--- src/calc_pkg.sv ---
package calc_pkg;

    // datapath
    localparam int DATA_W = 16;                     // entry and result width
    localparam int MUL_CNT_W = $clog2(DATA_W);      // shift-add step counter
    localparam logic [MUL_CNT_W-1:0] MUL_LAST = MUL_CNT_W'(DATA_W - 1);

    // keypad debounce
    localparam int DEBOUNCE_CYCLES = 10;            // low cycles before accept
    localparam int DEB_CNT_W = $clog2(DEBOUNCE_CYCLES + 1);
    localparam logic [DEB_CNT_W-1:0] DEB_LAST = DEB_CNT_W'(DEBOUNCE_CYCLES - 1);

    // operator codes, shared by keypad, controller and alu
    typedef enum logic [2:0] {
        OP_NONE = 3'b000,
        OP_NEG  = 3'b001,                           // D key, acts on entry
        OP_ADD  = 3'b010,                           // A key
        OP_SUB  = 3'b011,                           // B key
        OP_MUL  = 3'b100                            // C key
    } op_t;

    // key position = row * 4 + column
    //   row 0: 1 2 3 A
    //   row 1: 4 5 6 B
    //   row 2: 7 8 9 C
    //   row 3: * 0 # D
    typedef logic [3:0] key_pos_t;

    localparam key_pos_t KEY_ADD   = 4'd3;          // A
    localparam key_pos_t KEY_SUB   = 4'd7;          // B
    localparam key_pos_t KEY_MUL   = 4'd11;         // C
    localparam key_pos_t KEY_EQUAL = 4'd12;         // *
    localparam key_pos_t KEY_ZERO  = 4'd13;         // 0
    localparam key_pos_t KEY_HASH  = 4'd14;         // #, ignored by controller
    localparam key_pos_t KEY_NEG   = 4'd15;         // D

    // digit field value for keys that carry no digit
    localparam logic [3:0] NO_DIGIT = 4'hF;

endpackage

--- src/keypad_scanner.sv ---
module keypad_scanner (
    input  logic             clk,
    input  logic             nRST,
    input  logic [3:0]       row_in,        // pulled up and low when pressed
    output logic [3:0]       col_out,       // one column driven low
    output logic             key_req,       // key event offered
    input  logic             key_ack,       // controller done with key
    output logic [3:0]       key_digit,     // 0..9 or NO_DIGIT
    output calc_pkg::op_t    key_op,        // operator or negate
    output logic             key_equal      // '*' key
);

    typedef enum logic [2:0] {
        S_IDLE,                             // wait for ack low
        S_SCAN,                             // walk columns
        S_DEBOUNCE,                         // count low cycles on a frozen column
        S_OFFER,                            // req high until ack
        S_RELEASE                           // wait for key up after ack
    } state_t;

    state_t                          state;
    logic [1:0]                      col_idx;
    logic [calc_pkg::DEB_CNT_W-1:0]  deb_cnt;
    logic                            any_low;
    logic                            accept;
    calc_pkg::key_pos_t              pos_now;

    // lowest low row wins and position is {row, col}
    function automatic calc_pkg::key_pos_t encode_key(input logic [3:0] rows,
                                                      input logic [1:0] col);
        logic [1:0] r;
        casez (rows)
            4'b???0: r = 2'd0;
            4'b??01: r = 2'd1;
            4'b?011: r = 2'd2;
            default: r = 2'd3;
        endcase
        return {r, col};
    endfunction

    assign any_low = ~&row_in;               // some row pulled low
    assign pos_now = encode_key(row_in, col_idx);
    assign accept  = (state == S_DEBOUNCE) && any_low
                     && (deb_cnt == calc_pkg::DEB_LAST); // 10th low cycle

    always_comb begin
        col_out = 4'b1111;
        col_out[col_idx] = 1'b0;             // active column low
    end

    always_ff @(posedge clk or negedge nRST) begin
        if (!nRST) begin
            state   <= S_IDLE;
            col_idx <= 2'd0;
            deb_cnt <= '0;
            key_req <= 1'b0;
        end else begin
            case (state)
                S_IDLE: begin
                    if (!key_ack) state <= S_SCAN; // previous handshake closed
                end
                S_SCAN: begin
                    if (any_low) begin
                        deb_cnt <= calc_pkg::DEB_CNT_W'(1); // first low cycle
                        state   <= S_DEBOUNCE;
                    end else begin
                        col_idx <= col_idx + 2'd1;  // wraps after column 3
                    end
                end
                S_DEBOUNCE: begin
                    if (!any_low) begin
                        deb_cnt <= '0;      // bounce restarts the count
                        state   <= S_SCAN;
                    end else if (accept) begin
                        key_req <= 1'b1;
                        state   <= S_OFFER;
                    end else begin
                        deb_cnt <= deb_cnt + 1'b1;
                    end
                end
                S_OFFER: begin
                    if (key_ack) state <= S_RELEASE;
                end
                S_RELEASE: begin
                    if (!any_low) begin     // close request on key up
                        key_req <= 1'b0;
                        state   <= S_IDLE;
                    end
                end
                default: state <= S_IDLE;
            endcase
        end
    end

    // key fields loaded once per accepted press
    always_ff @(posedge clk) begin
        if (accept) begin
            key_digit <= calc_pkg::NO_DIGIT;
            key_op    <= calc_pkg::OP_NONE;
            key_equal <= 1'b0;
            case (pos_now)
                4'd0:                key_digit <= 4'd1;
                4'd1:                key_digit <= 4'd2;
                4'd2:                key_digit <= 4'd3;
                4'd4:                key_digit <= 4'd4;
                4'd5:                key_digit <= 4'd5;
                4'd6:                key_digit <= 4'd6;
                4'd8:                key_digit <= 4'd7;
                4'd9:                key_digit <= 4'd8;
                4'd10:               key_digit <= 4'd9;
                calc_pkg::KEY_ZERO:  key_digit <= 4'd0;
                calc_pkg::KEY_ADD:   key_op    <= calc_pkg::OP_ADD;
                calc_pkg::KEY_SUB:   key_op    <= calc_pkg::OP_SUB;
                calc_pkg::KEY_MUL:   key_op    <= calc_pkg::OP_MUL;
                calc_pkg::KEY_NEG:   key_op    <= calc_pkg::OP_NEG;
                calc_pkg::KEY_EQUAL: key_equal <= 1'b1;
                default: ;                   // '#' keeps all fields empty
            endcase
        end
    end

    // a low row freezes the column
    a_col_freeze: assert property (@(posedge clk) disable iff (!nRST)
        any_low |=> $stable(col_out));

    // request held until the controller has answered
    a_req_hold: assert property (@(posedge clk) disable iff (!nRST)
        key_req && !key_ack |=> key_req);

endmodule

--- src/calc_alu.sv ---
module calc_alu (
    input  logic                        clk,
    input  logic                        nRST,
    input  logic                        alu_start,  // one-cycle pulse
    input  calc_pkg::op_t               alu_op,
    input  logic [calc_pkg::DATA_W-1:0] alu_a,
    input  logic [calc_pkg::DATA_W-1:0] alu_b,      // negate operand
    output logic                        alu_done,   // one-cycle pulse
    output logic [calc_pkg::DATA_W-1:0] alu_y
);

    logic                                busy;      // multiply in progress
    logic [calc_pkg::MUL_CNT_W-1:0]      mul_cnt;
    logic [calc_pkg::DATA_W-1:0]         mcand;     // shifted left each step
    logic [calc_pkg::DATA_W-1:0]         mplier;    // shifted right each step
    logic [calc_pkg::DATA_W-1:0]         prod;      // low half of product
    logic [calc_pkg::DATA_W-1:0]         prod_next;

    assign prod_next = mplier[0] ? prod + mcand : prod;

    always_ff @(posedge clk or negedge nRST) begin
        if (!nRST) begin
            busy     <= 1'b0;
            mul_cnt  <= '0;
            alu_done <= 1'b0;
        end else begin
            alu_done <= 1'b0;
            if (alu_start && alu_op == calc_pkg::OP_MUL) begin
                busy    <= 1'b1;
                mul_cnt <= '0;
            end else if (alu_start) begin
                alu_done <= 1'b1;           // single-cycle ops
            end else if (busy) begin
                mul_cnt <= mul_cnt + 1'b1;
                if (mul_cnt == calc_pkg::MUL_LAST) begin
                    busy     <= 1'b0;
                    alu_done <= 1'b1;       // DATA_W+1 cycles after start
                end
            end
        end
    end

    always_ff @(posedge clk) begin
        if (alu_start) begin
            case (alu_op)
                calc_pkg::OP_ADD: alu_y <= alu_a + alu_b;
                calc_pkg::OP_SUB: alu_y <= alu_a - alu_b;
                calc_pkg::OP_NEG: alu_y <= ~alu_b + 1'b1;  // two's complement
                calc_pkg::OP_MUL: begin
                    mcand  <= alu_a;
                    mplier <= alu_b;
                    prod   <= '0;
                end
                default: alu_y <= alu_b;    // no operator, pass operand
            endcase
        end else if (busy) begin
            prod   <= prod_next;
            mcand  <= mcand << 1;
            mplier <= mplier >> 1;
            if (mul_cnt == calc_pkg::MUL_LAST) alu_y <= prod_next;
        end
    end

    // controller waits for done before the next start
    a_no_start_busy: assert property (@(posedge clk) disable iff (!nRST)
        alu_start |-> !busy);

endmodule

--- src/calc_controller.sv ---
module calc_controller (
    input  logic                        clk,
    input  logic                        nRST,
    input  logic                        key_req,
    output logic                        key_ack,
    input  logic [3:0]                  key_digit,
    input  calc_pkg::op_t               key_op,
    input  logic                        key_equal,
    output logic                        alu_start,
    output calc_pkg::op_t               alu_op,
    output logic [calc_pkg::DATA_W-1:0] alu_a,
    output logic [calc_pkg::DATA_W-1:0] alu_b,
    input  logic                        alu_done,
    input  logic [calc_pkg::DATA_W-1:0] alu_y,
    output logic [calc_pkg::DATA_W-1:0] display_value,
    output logic [calc_pkg::DATA_W-1:0] result,
    output logic                        result_valid
);

    typedef enum logic [1:0] {
        C_IDLE,                             // wait for key_req
        C_ALU,                              // wait for alu_done
        C_ACK                               // ack high, wait req low
    } state_t;

    state_t                        state;
    logic [calc_pkg::DATA_W-1:0]   entry;       // number being typed
    logic [calc_pkg::DATA_W-1:0]   acc;         // left operand
    calc_pkg::op_t                 pending;     // operator waiting for entry
    logic                          loaded;      // acc holds an operand
    logic                          show_result;
    logic [calc_pkg::DATA_W-1:0]   entry_next;
    logic                          is_digit;
    logic                          is_neg;
    logic                          is_binop;

    // entry * 10 + digit, as (entry << 3) + (entry << 1)
    assign entry_next = (entry << 3) + (entry << 1)
                        + {{(calc_pkg::DATA_W-4){1'b0}}, key_digit};
    assign is_digit = (key_digit <= 4'd9);      // '#' carries NO_DIGIT
    assign is_neg   = (key_op == calc_pkg::OP_NEG);
    assign is_binop = (key_op == calc_pkg::OP_ADD) || (key_op == calc_pkg::OP_SUB)
                      || (key_op == calc_pkg::OP_MUL);

    assign display_value = show_result ? result : entry;

    always_ff @(posedge clk or negedge nRST) begin
        if (!nRST) begin
            state        <= C_IDLE;
            key_ack      <= 1'b0;
            alu_start    <= 1'b0;
            entry        <= '0;
            acc          <= '0;
            pending      <= calc_pkg::OP_NONE;
            loaded       <= 1'b0;
            show_result  <= 1'b0;
            result       <= '0;
            result_valid <= 1'b0;
        end else begin
            alu_start    <= 1'b0;           // pulses
            result_valid <= 1'b0;
            case (state)
                C_IDLE: if (key_req) begin
                    if (key_equal && pending == calc_pkg::OP_NONE) begin
                        result       <= entry;  // nothing pending
                        result_valid <= 1'b1;
                        show_result  <= 1'b1;
                        entry        <= '0;
                        acc          <= '0;
                        loaded       <= 1'b0;
                        key_ack      <= 1'b1;
                        state        <= C_ACK;
                    end else if (key_equal || is_neg || (is_binop && loaded)) begin
                        alu_start <= 1'b1;      // operands set below
                        state     <= C_ALU;
                    end else if (is_binop) begin
                        acc     <= entry;       // first operand
                        pending <= key_op;
                        loaded  <= 1'b1;
                        entry   <= '0;
                        key_ack <= 1'b1;
                        state   <= C_ACK;
                    end else begin
                        if (is_digit) begin
                            entry       <= entry_next;
                            show_result <= 1'b0;
                        end
                        key_ack <= 1'b1;        // digit or '#'
                        state   <= C_ACK;
                    end
                end
                C_ALU: if (alu_done) begin
                    if (key_equal) begin
                        result       <= alu_y;
                        result_valid <= 1'b1;   // same cycle as ack
                        show_result  <= 1'b1;
                        entry        <= '0;
                        acc          <= '0;
                        pending      <= calc_pkg::OP_NONE;
                        loaded       <= 1'b0;
                    end else if (is_neg) begin
                        entry <= alu_y;
                    end else begin
                        acc     <= alu_y;       // running total
                        pending <= key_op;
                        entry   <= '0;
                    end
                    key_ack <= 1'b1;
                    state   <= C_ACK;
                end
                C_ACK: if (!key_req) begin
                    key_ack <= 1'b0;
                    state   <= C_IDLE;
                end
                default: state <= C_IDLE;
            endcase
        end
    end

    // alu operands, captured with the start pulse
    always_ff @(posedge clk) begin
        if (state == C_IDLE && key_req) begin
            alu_op <= is_neg ? calc_pkg::OP_NEG : pending;
            alu_a  <= acc;
            alu_b  <= entry;
        end
    end

    a_ack_after_req: assert property (@(posedge clk) disable iff (!nRST)
        $rose(key_ack) |-> key_req);

endmodule

--- src/calc_top.sv ---
module calc_top (
    input  logic                        clk,
    input  logic                        nRST,
    input  logic [3:0]                  row_in,         // keypad rows
    output logic [3:0]                  col_out,        // keypad columns
    output logic [calc_pkg::DATA_W-1:0] display_value,
    output logic [calc_pkg::DATA_W-1:0] result,
    output logic                        result_valid    // end of an equal key
);

    // scanner to controller
    logic                        key_req;
    logic                        key_ack;
    logic [3:0]                  key_digit;
    calc_pkg::op_t               key_op;
    logic                        key_equal;

    // controller to alu
    logic                        alu_start;
    calc_pkg::op_t               alu_op;
    logic [calc_pkg::DATA_W-1:0] alu_a;
    logic [calc_pkg::DATA_W-1:0] alu_b;
    logic                        alu_done;
    logic [calc_pkg::DATA_W-1:0] alu_y;

    keypad_scanner u_scanner (
        .clk(clk), .nRST(nRST),
        .row_in(row_in), .col_out(col_out),
        .key_req(key_req), .key_ack(key_ack),
        .key_digit(key_digit), .key_op(key_op), .key_equal(key_equal)
    );

    calc_controller u_ctrl (
        .clk(clk), .nRST(nRST),
        .key_req(key_req), .key_ack(key_ack),
        .key_digit(key_digit), .key_op(key_op), .key_equal(key_equal),
        .alu_start(alu_start), .alu_op(alu_op), .alu_a(alu_a), .alu_b(alu_b),
        .alu_done(alu_done), .alu_y(alu_y),
        .display_value(display_value), .result(result), .result_valid(result_valid)
    );

    calc_alu u_alu (
        .clk(clk), .nRST(nRST),
        .alu_start(alu_start), .alu_op(alu_op), .alu_a(alu_a), .alu_b(alu_b),
        .alu_done(alu_done), .alu_y(alu_y)
    );

endmodule

--- config.mk ---
export PLATFORM = sky130hd
export DESIGN_NAME = calc_top
export DESIGN_NICKNAME = d
export VERILOG_FILES = /design/src/calc_pkg.sv /design/src/keypad_scanner.sv /design/src/calc_alu.sv /design/src/calc_controller.sv /design/src/calc_top.sv
export SDC_FILE = /design/constraint.sdc
export NUM_CORES = 1
export LEC_CHECK = 0
export ABC_AREA = 1
export BUFFER_PORTS_ARGS = -buffer_cell sky130_fd_sc_hd__buf_4
export CORE_MARGIN = 8
export CORE_UTILIZATION = 61
export CTS_CLUSTER_DIAMETER = 30
export DETAILED_ROUTE_END_ITERATION = 6
export GPL_TIMING_DRIVEN = 1
export PLACE_DENSITY = 0.79
export SETUP_SLACK_MARGIN = 0.15
export SYNTH_ARGS = -nofsm -noshare
export SYNTH_HDL_FRONTEND = slang
export SYNTH_SLANG_ARGS = --single-unit
--- constraint.sdc ---
create_clock -name clk -period 8.1 [get_ports clk]
set_input_delay 0.405 -clock clk [delete_from_list [all_inputs] [get_ports clk]]
set_output_delay 0.405 -clock clk [all_outputs]
set_load 0.05 [all_outputs]
== Word-level counts from Yosys, hierarchy flattened ==
Index checks and enable logic that the tools add are counted.

* Bits in registers: 181
* Input bits: 6
* Output and inout port bits: 37
* Logic and storage cells: 251

* $add $sub $neg: 9
* Order comparisons: 3
* Eq/ne operators: 57
* Muxes and demuxes: 113
* Bitwise gates (word level): 3
* Reduce and logical (&&, ||, !) cells: 39

{| class="wikitable"
|+ Operators by type and width
! kind !! count
|-
| $mux W16 || 33
|-
| $pmux W16 S2 || 3
|-
| $pmux W16 S4 || 1
|-
| $add A16 B16 Y16 || 3
|-
| $pmux W4 S10 || 1
|-
| $mux W1 || 39
|-
| $mux W3 || 13
|-
| $eq A4 B4 Y1 const B || 9
|-
| $reduce_and A5 Y1 || 5
|-
| $mux W4 || 6
|-
| $eq A3 B2 Y1 const B || 7
|-
| $ne A2 B2 Y1 const B || 9
|-
| $add A16 B1 Y16 const B || 1
|-
| $add A16 B4 Y16 || 1
|-
| $eq A4 B3 Y1 const B || 4
|-
| $ne A2 B1 Y1 const B || 8
|-
| $not A16 Y16 || 1
|-
| $sub A16 B16 Y16 || 1
|-
| $pmux W3 S5 || 1
|-
| $reduce_and A7 Y1 || 2
|-
| $pmux W2 S3 || 2
|-
| $pmux W3 S4 || 1
|-
| $reduce_and A6 Y1 || 2
|-
| $reduce_bool A2 Y1 || 6
|-
| other kinds (33) || 65
|}

== Logic depth before layout (Yosys ltp) ==
* Word-level depth: 9
* Mapped depth: 21
* Mapped depth without buffers: 21

== By module ==
Synthesis repeated with hierarchy kept, for this count alone.

* Cells, all modules: 1455
* Area, all modules: 11664.9 µm²

{| class="wikitable"
|+ Modules (own cells, without submodules)
! module !! times used !! cells each !! area each (µm²) !! seq. area each (µm²)
|-
| calc_alu || 1 || 706 || 5372.7 || 2072.0
|-
| calc_controller || 1 || 629 || 5237.5 || 2502.4
|-
| keypad_scanner || 1 || 120 || 1054.8 || 490.5
|}

== Least setup slack after synthesis ==
OpenSTA, ideal clock, no wires.

* Path type: register -> register
* Start: register u_ctrl.alu_op[2]
* End: register u_alu.alu_y[10] in the netlist's numbering, data pin
* Setup time: 0.259 ns
* Arrival time: 2.623 ns
* Required time: 7.841 ns
* Path slack: 5.219 ns
* Stages on the path, launching flop included: 18
* Path buffers: 1
* Clock period less this slack: 2.881 ns
* Path through: edfxtp_1 > nor2_2 > inv_1 > nor2_4 > inv_1 > clkbuf_1 > nand2_1 > o21ai_0 > ha_1 > a21oi_1 > nor2_1 > nor2_1 > nand3_1 > or2_2 > nand3_1 > o211ai_1 > nand2_1 > nand2_1

* Word-level cells in the longest chain between the ends: 3
* Elaborated cells on any way between the ends: 6
* Classes of those cells: eq/ne: 4; mux: 2

{| class="wikitable"
|+ Ends and longest elaborated chain
! item !! line !! text
|-
| start: declaration || calc_controller.sv:10 || <nowiki>output calc_pkg::op_t alu_op,</nowiki>
|-
| start signal: assignment || calc_controller.sv:123 || <nowiki>alu_op <= is_neg ? calc_pkg::OP_NEG : pending;</nowiki>
|-
| $eq A3 B3 Y1, or another cell as far along || calc_alu.sv:45 || <nowiki>case (alu_op)</nowiki>
|-
| $pmux W16 S4 * || calc_alu.sv:45 ||
|-
| $mux W16 * || calc_alu.sv:44 || <nowiki>if (alu_start) begin</nowiki>
|-
| end signal: assignment || calc_alu.sv:46 || <nowiki>calc_pkg::OP_ADD: alu_y <= alu_a + alu_b;</nowiki>
|-
| end signal: assignment || calc_alu.sv:47 || <nowiki>calc_pkg::OP_SUB: alu_y <= alu_a - alu_b;</nowiki>
|-
| end signal: assignment || calc_alu.sv:48 || <nowiki>calc_pkg::OP_NEG: alu_y <= ~alu_b + 1'b1;</nowiki>
|-
| end: declaration || calc_alu.sv:9 || <nowiki>output logic [calc_pkg::DATA_W-1:0] alu_y</nowiki>
|}

Mark *: on every way between the ends. The rest lies on a longest branch, timed or not.
A chain may end at the register's enable or synchronous reset.

== Worst setup path in the final report ==
* Start: register u_ctrl.alu_op[1]
* End: register u_alu.alu_y[12] in the netlist's numbering, data pin

Same word-level chain as after synthesis.

==> results.tsv <==
metric	value	unit
status	finished clean	
start_util	0.623	
cpPeakStageDelay	0.55	ns
critical_path_class	reg -> reg	
grt_pass1_wl	45.4	mm
min_period	3.79	ns
reg2reg_depth	18	
synthTopCellsByArea	edfxtp_1, dfrtp_1, nand2_1	
power_density	396	mW/mm^2
cp_max_fo	24	
worst-path-buf-inv	4	
synth_cells	1393	
diodes	0	
cts_tree	done	
min_path_type	in -> async	
clock_skew	0.0104	ns
io_pins	43	
synth.most_common_cell	nand2_1	
grt_max_degree	75	
async_reset_ff_frac	0.409	
grt_usage	0.250	
slew_headroom	0.245	
timing.setup.tns	0	ns
fp-row-count	49	
gr-total-overflow	0	
tightestPinTransition	1.13	ns
timing.rr.end	u_alu.alu_y[12]	
synth_area	0.0112	mm^2
path_cells	inv_1, nor2_2, buf_4, inv_1, nor2_4, inv_1, o21ai_0, ha_1, a21oi_1, nand2_1, nand3_1, nand3_1, nor2_1, nor2_1, nand2_1, o211ai_1, nand2_1, nand2_1	
period_share	0.468	
dr.pass1.iters	5	
setup_viol	0	
critPathLaunchType	flip-flop	
clk_path_buf_depth	2	
clock-sinks	181	
htreeDepth	4	
routed_wl	27.7	mm
insertion_delay	0.44	ns
cp_data_arrival_time	3.97	ns
path_common_cell	nand2_1	
cts_resized	0	
setup_slack	4.31	ns
max_cap_violations	0	
syn_avg_cell_area	8.06	um^2
synth_cell_types	52	
die_h	152	um
cts_hold_buffers	0	
path_delay_family	buffers and inverters	
viasPerCell	5.73	
crit_start	u_ctrl.alu_op[1]	
ant_nets	0	
r2r_setup_slack	4.31	ns
yosys-top-cells-count	nand2_1, inv_1, nor2_1	
antenna_found_initial	0	
postCtsSetupBuffers	0	
pre_cts_slack	4.41	ns
synth_edf_count	107	
critPathRequiredTime	8.28	ns
power.leakage	5.63	nW
coreArea	0.0180	mm^2
first_iter_violations	856	
peakVddDrop	0.352	mV
first_global_vias	9095	
ys.flop_type	edfxtp_1	
vias	9534	
yosysWarnings	0	
dpl.hpwl	20.4	mm
ys_ff_latch	181	
drive_above_1_share	0.0808	
ys_seq_area_frac	0.451	
r2r-start	u_ctrl.alu_op[1]	
clk_pin_slew_worst_paths	0.07	ns
clock-root-buffer	clkbuf_16	
syn2layout_area_growth	9.36	%
crit_path_top_delay_cell	inv_1	
dieWidth	152	um
worstSetupEndpointType	flip-flop	
max_freq	0.264	GHz
rsz0062_at_grt	no	
slew_viol_final	0	
port_buffers	42	
wl_per_cell	16.7	um
yosysTopAreaCellShare	0.286	
syn-num-nets	1467	
hold_violations	0	
post-route-drc-count	0	
layout.nets	1497	
yosysTopAreaCell	edfxtp_1	
die-area	0.0230	mm^2
routabilityCongestion	0.997	
cts_made_buffers	17	
[kinds of logic (layout without fill, tap and decap cells)]
group           Yosys count  after routing  share of synthesized area
compound gates          272            272                      0.139
xor+xnor                 20             20                     0.0156
fa+ha+maj                68             68                     0.0784
buf+inv                 227            270                     0.0805
flops                   181            181                      0.451
simple gates            625            625                      0.235
[where the power goes]
group | switching, mW | internal (mW) | total, mW
registers | 0.246 | 1.38 | 1.63
logic | 1.64 | 0.766 | 2.41
clock network | 0.364 | 0.466 | 0.830
[worst register-to-register path: stages (launching register included)]
cell and delay, ns:
edfxtp_1 0.40, inv_1 0.10, nor2_2 0.03, buf_4 0.19, inv_1 0.24, nor2_4 0.11
inv_1 0.55, o21ai_0 0.22, ha_1 0.39, a21oi_1 0.29, nand2_1 0.17, nand3_1 0.11
nand3_1 0.12, nor2_1 0.19, nor2_1 0.11, nand2_1 0.08, o211ai_1 0.09, nand2_1 0.08
nand2_1 0.05
[layer usage]
layer  global-route usage  wire, um  vias up
li1                     -         -     4725
met1                0.355     13100     4421
met2                0.384     12400      347
met3               0.0395      1650       41
met4               0.0872       484        0
met5                    0         0        -
[final cells by class]
| type | count | area (um^2) |
|---|---|---|
| repair buffers | 48 | 360 |
| multi-input cells | 985 | 5270 |
| flip-flops and latches | 181 | 5060 |
| fillers | 1494 | 5740 |
| well taps | 229 | 287 |
| clock inverters | 8 | 87.6 |
| clock buffers | 24 | 494 |
| inverters | 190 | 714 |
[registers in the layout (all words and copies together) (netlist names), 4 cells and up]
signal,flops
u_alu.mplier,16
u_ctrl.acc,16
u_alu.mul_cnt,4
u_alu.prod,16
u_ctrl.alu_b,16
u_alu.mcand,16
u_scanner.key_digit,4
u_alu.alu_y,16
u_ctrl.entry,16
u_scanner.deb_cnt,4
u_ctrl.result,16
u_ctrl.alu_a,16
[worst max-delay path by stage]
stage,endpoint,depth (start not counted)
2_1_floorplan,u_alu.alu_y[10],17
3_3_place_gp,u_alu.alu_y[12],17
3_5_place_dp,u_alu.alu_y[12],18
4_1_cts,u_alu.alu_y[12],18
5_1_grt,u_alu.alu_y[7],18
6_report,u_alu.alu_y[12],18
[through the flow]
stage	utilization	power [mW]	cells	hold WS, ns	area, um^2
after floorplan	-	3.36	1393	0.109	11200
after global placement	0.649	3.95	1633	0.430	11700
after detailed placement	0.649	4.01	1633	0.431	11700
after CTS	0.681	4.84	1665	0.151	12300
after global routing	0.681	5.21	1665	0.187	12300
final	0.681	4.86	1665	0.0796	12300
[layout by cell type, fill, tap and decap left out, types with 5 or more instances in the layout]
cell and count:
dfrtp_1 74, nand2_1 361, a31oi_1 22, nand3_1 79, nor2_4 7, inv_2 9
edfxtp_1 107, or2_2 8, o21ai_1 8, nand4_1 8, xnor2_1 5, inv_1 180
nor3_1 15, clkbuf_16 19, a21oi_1 56, o211ai_1 12, nor2_2 5, xor2_1 15
o22ai_1 22, clkbuf_1 5, o21a_1 5, nor2_1 128, ha_1 64, buf_4 48
o21ai_0 114, o21bai_1 6
Power figures use the tool's default switching activity.
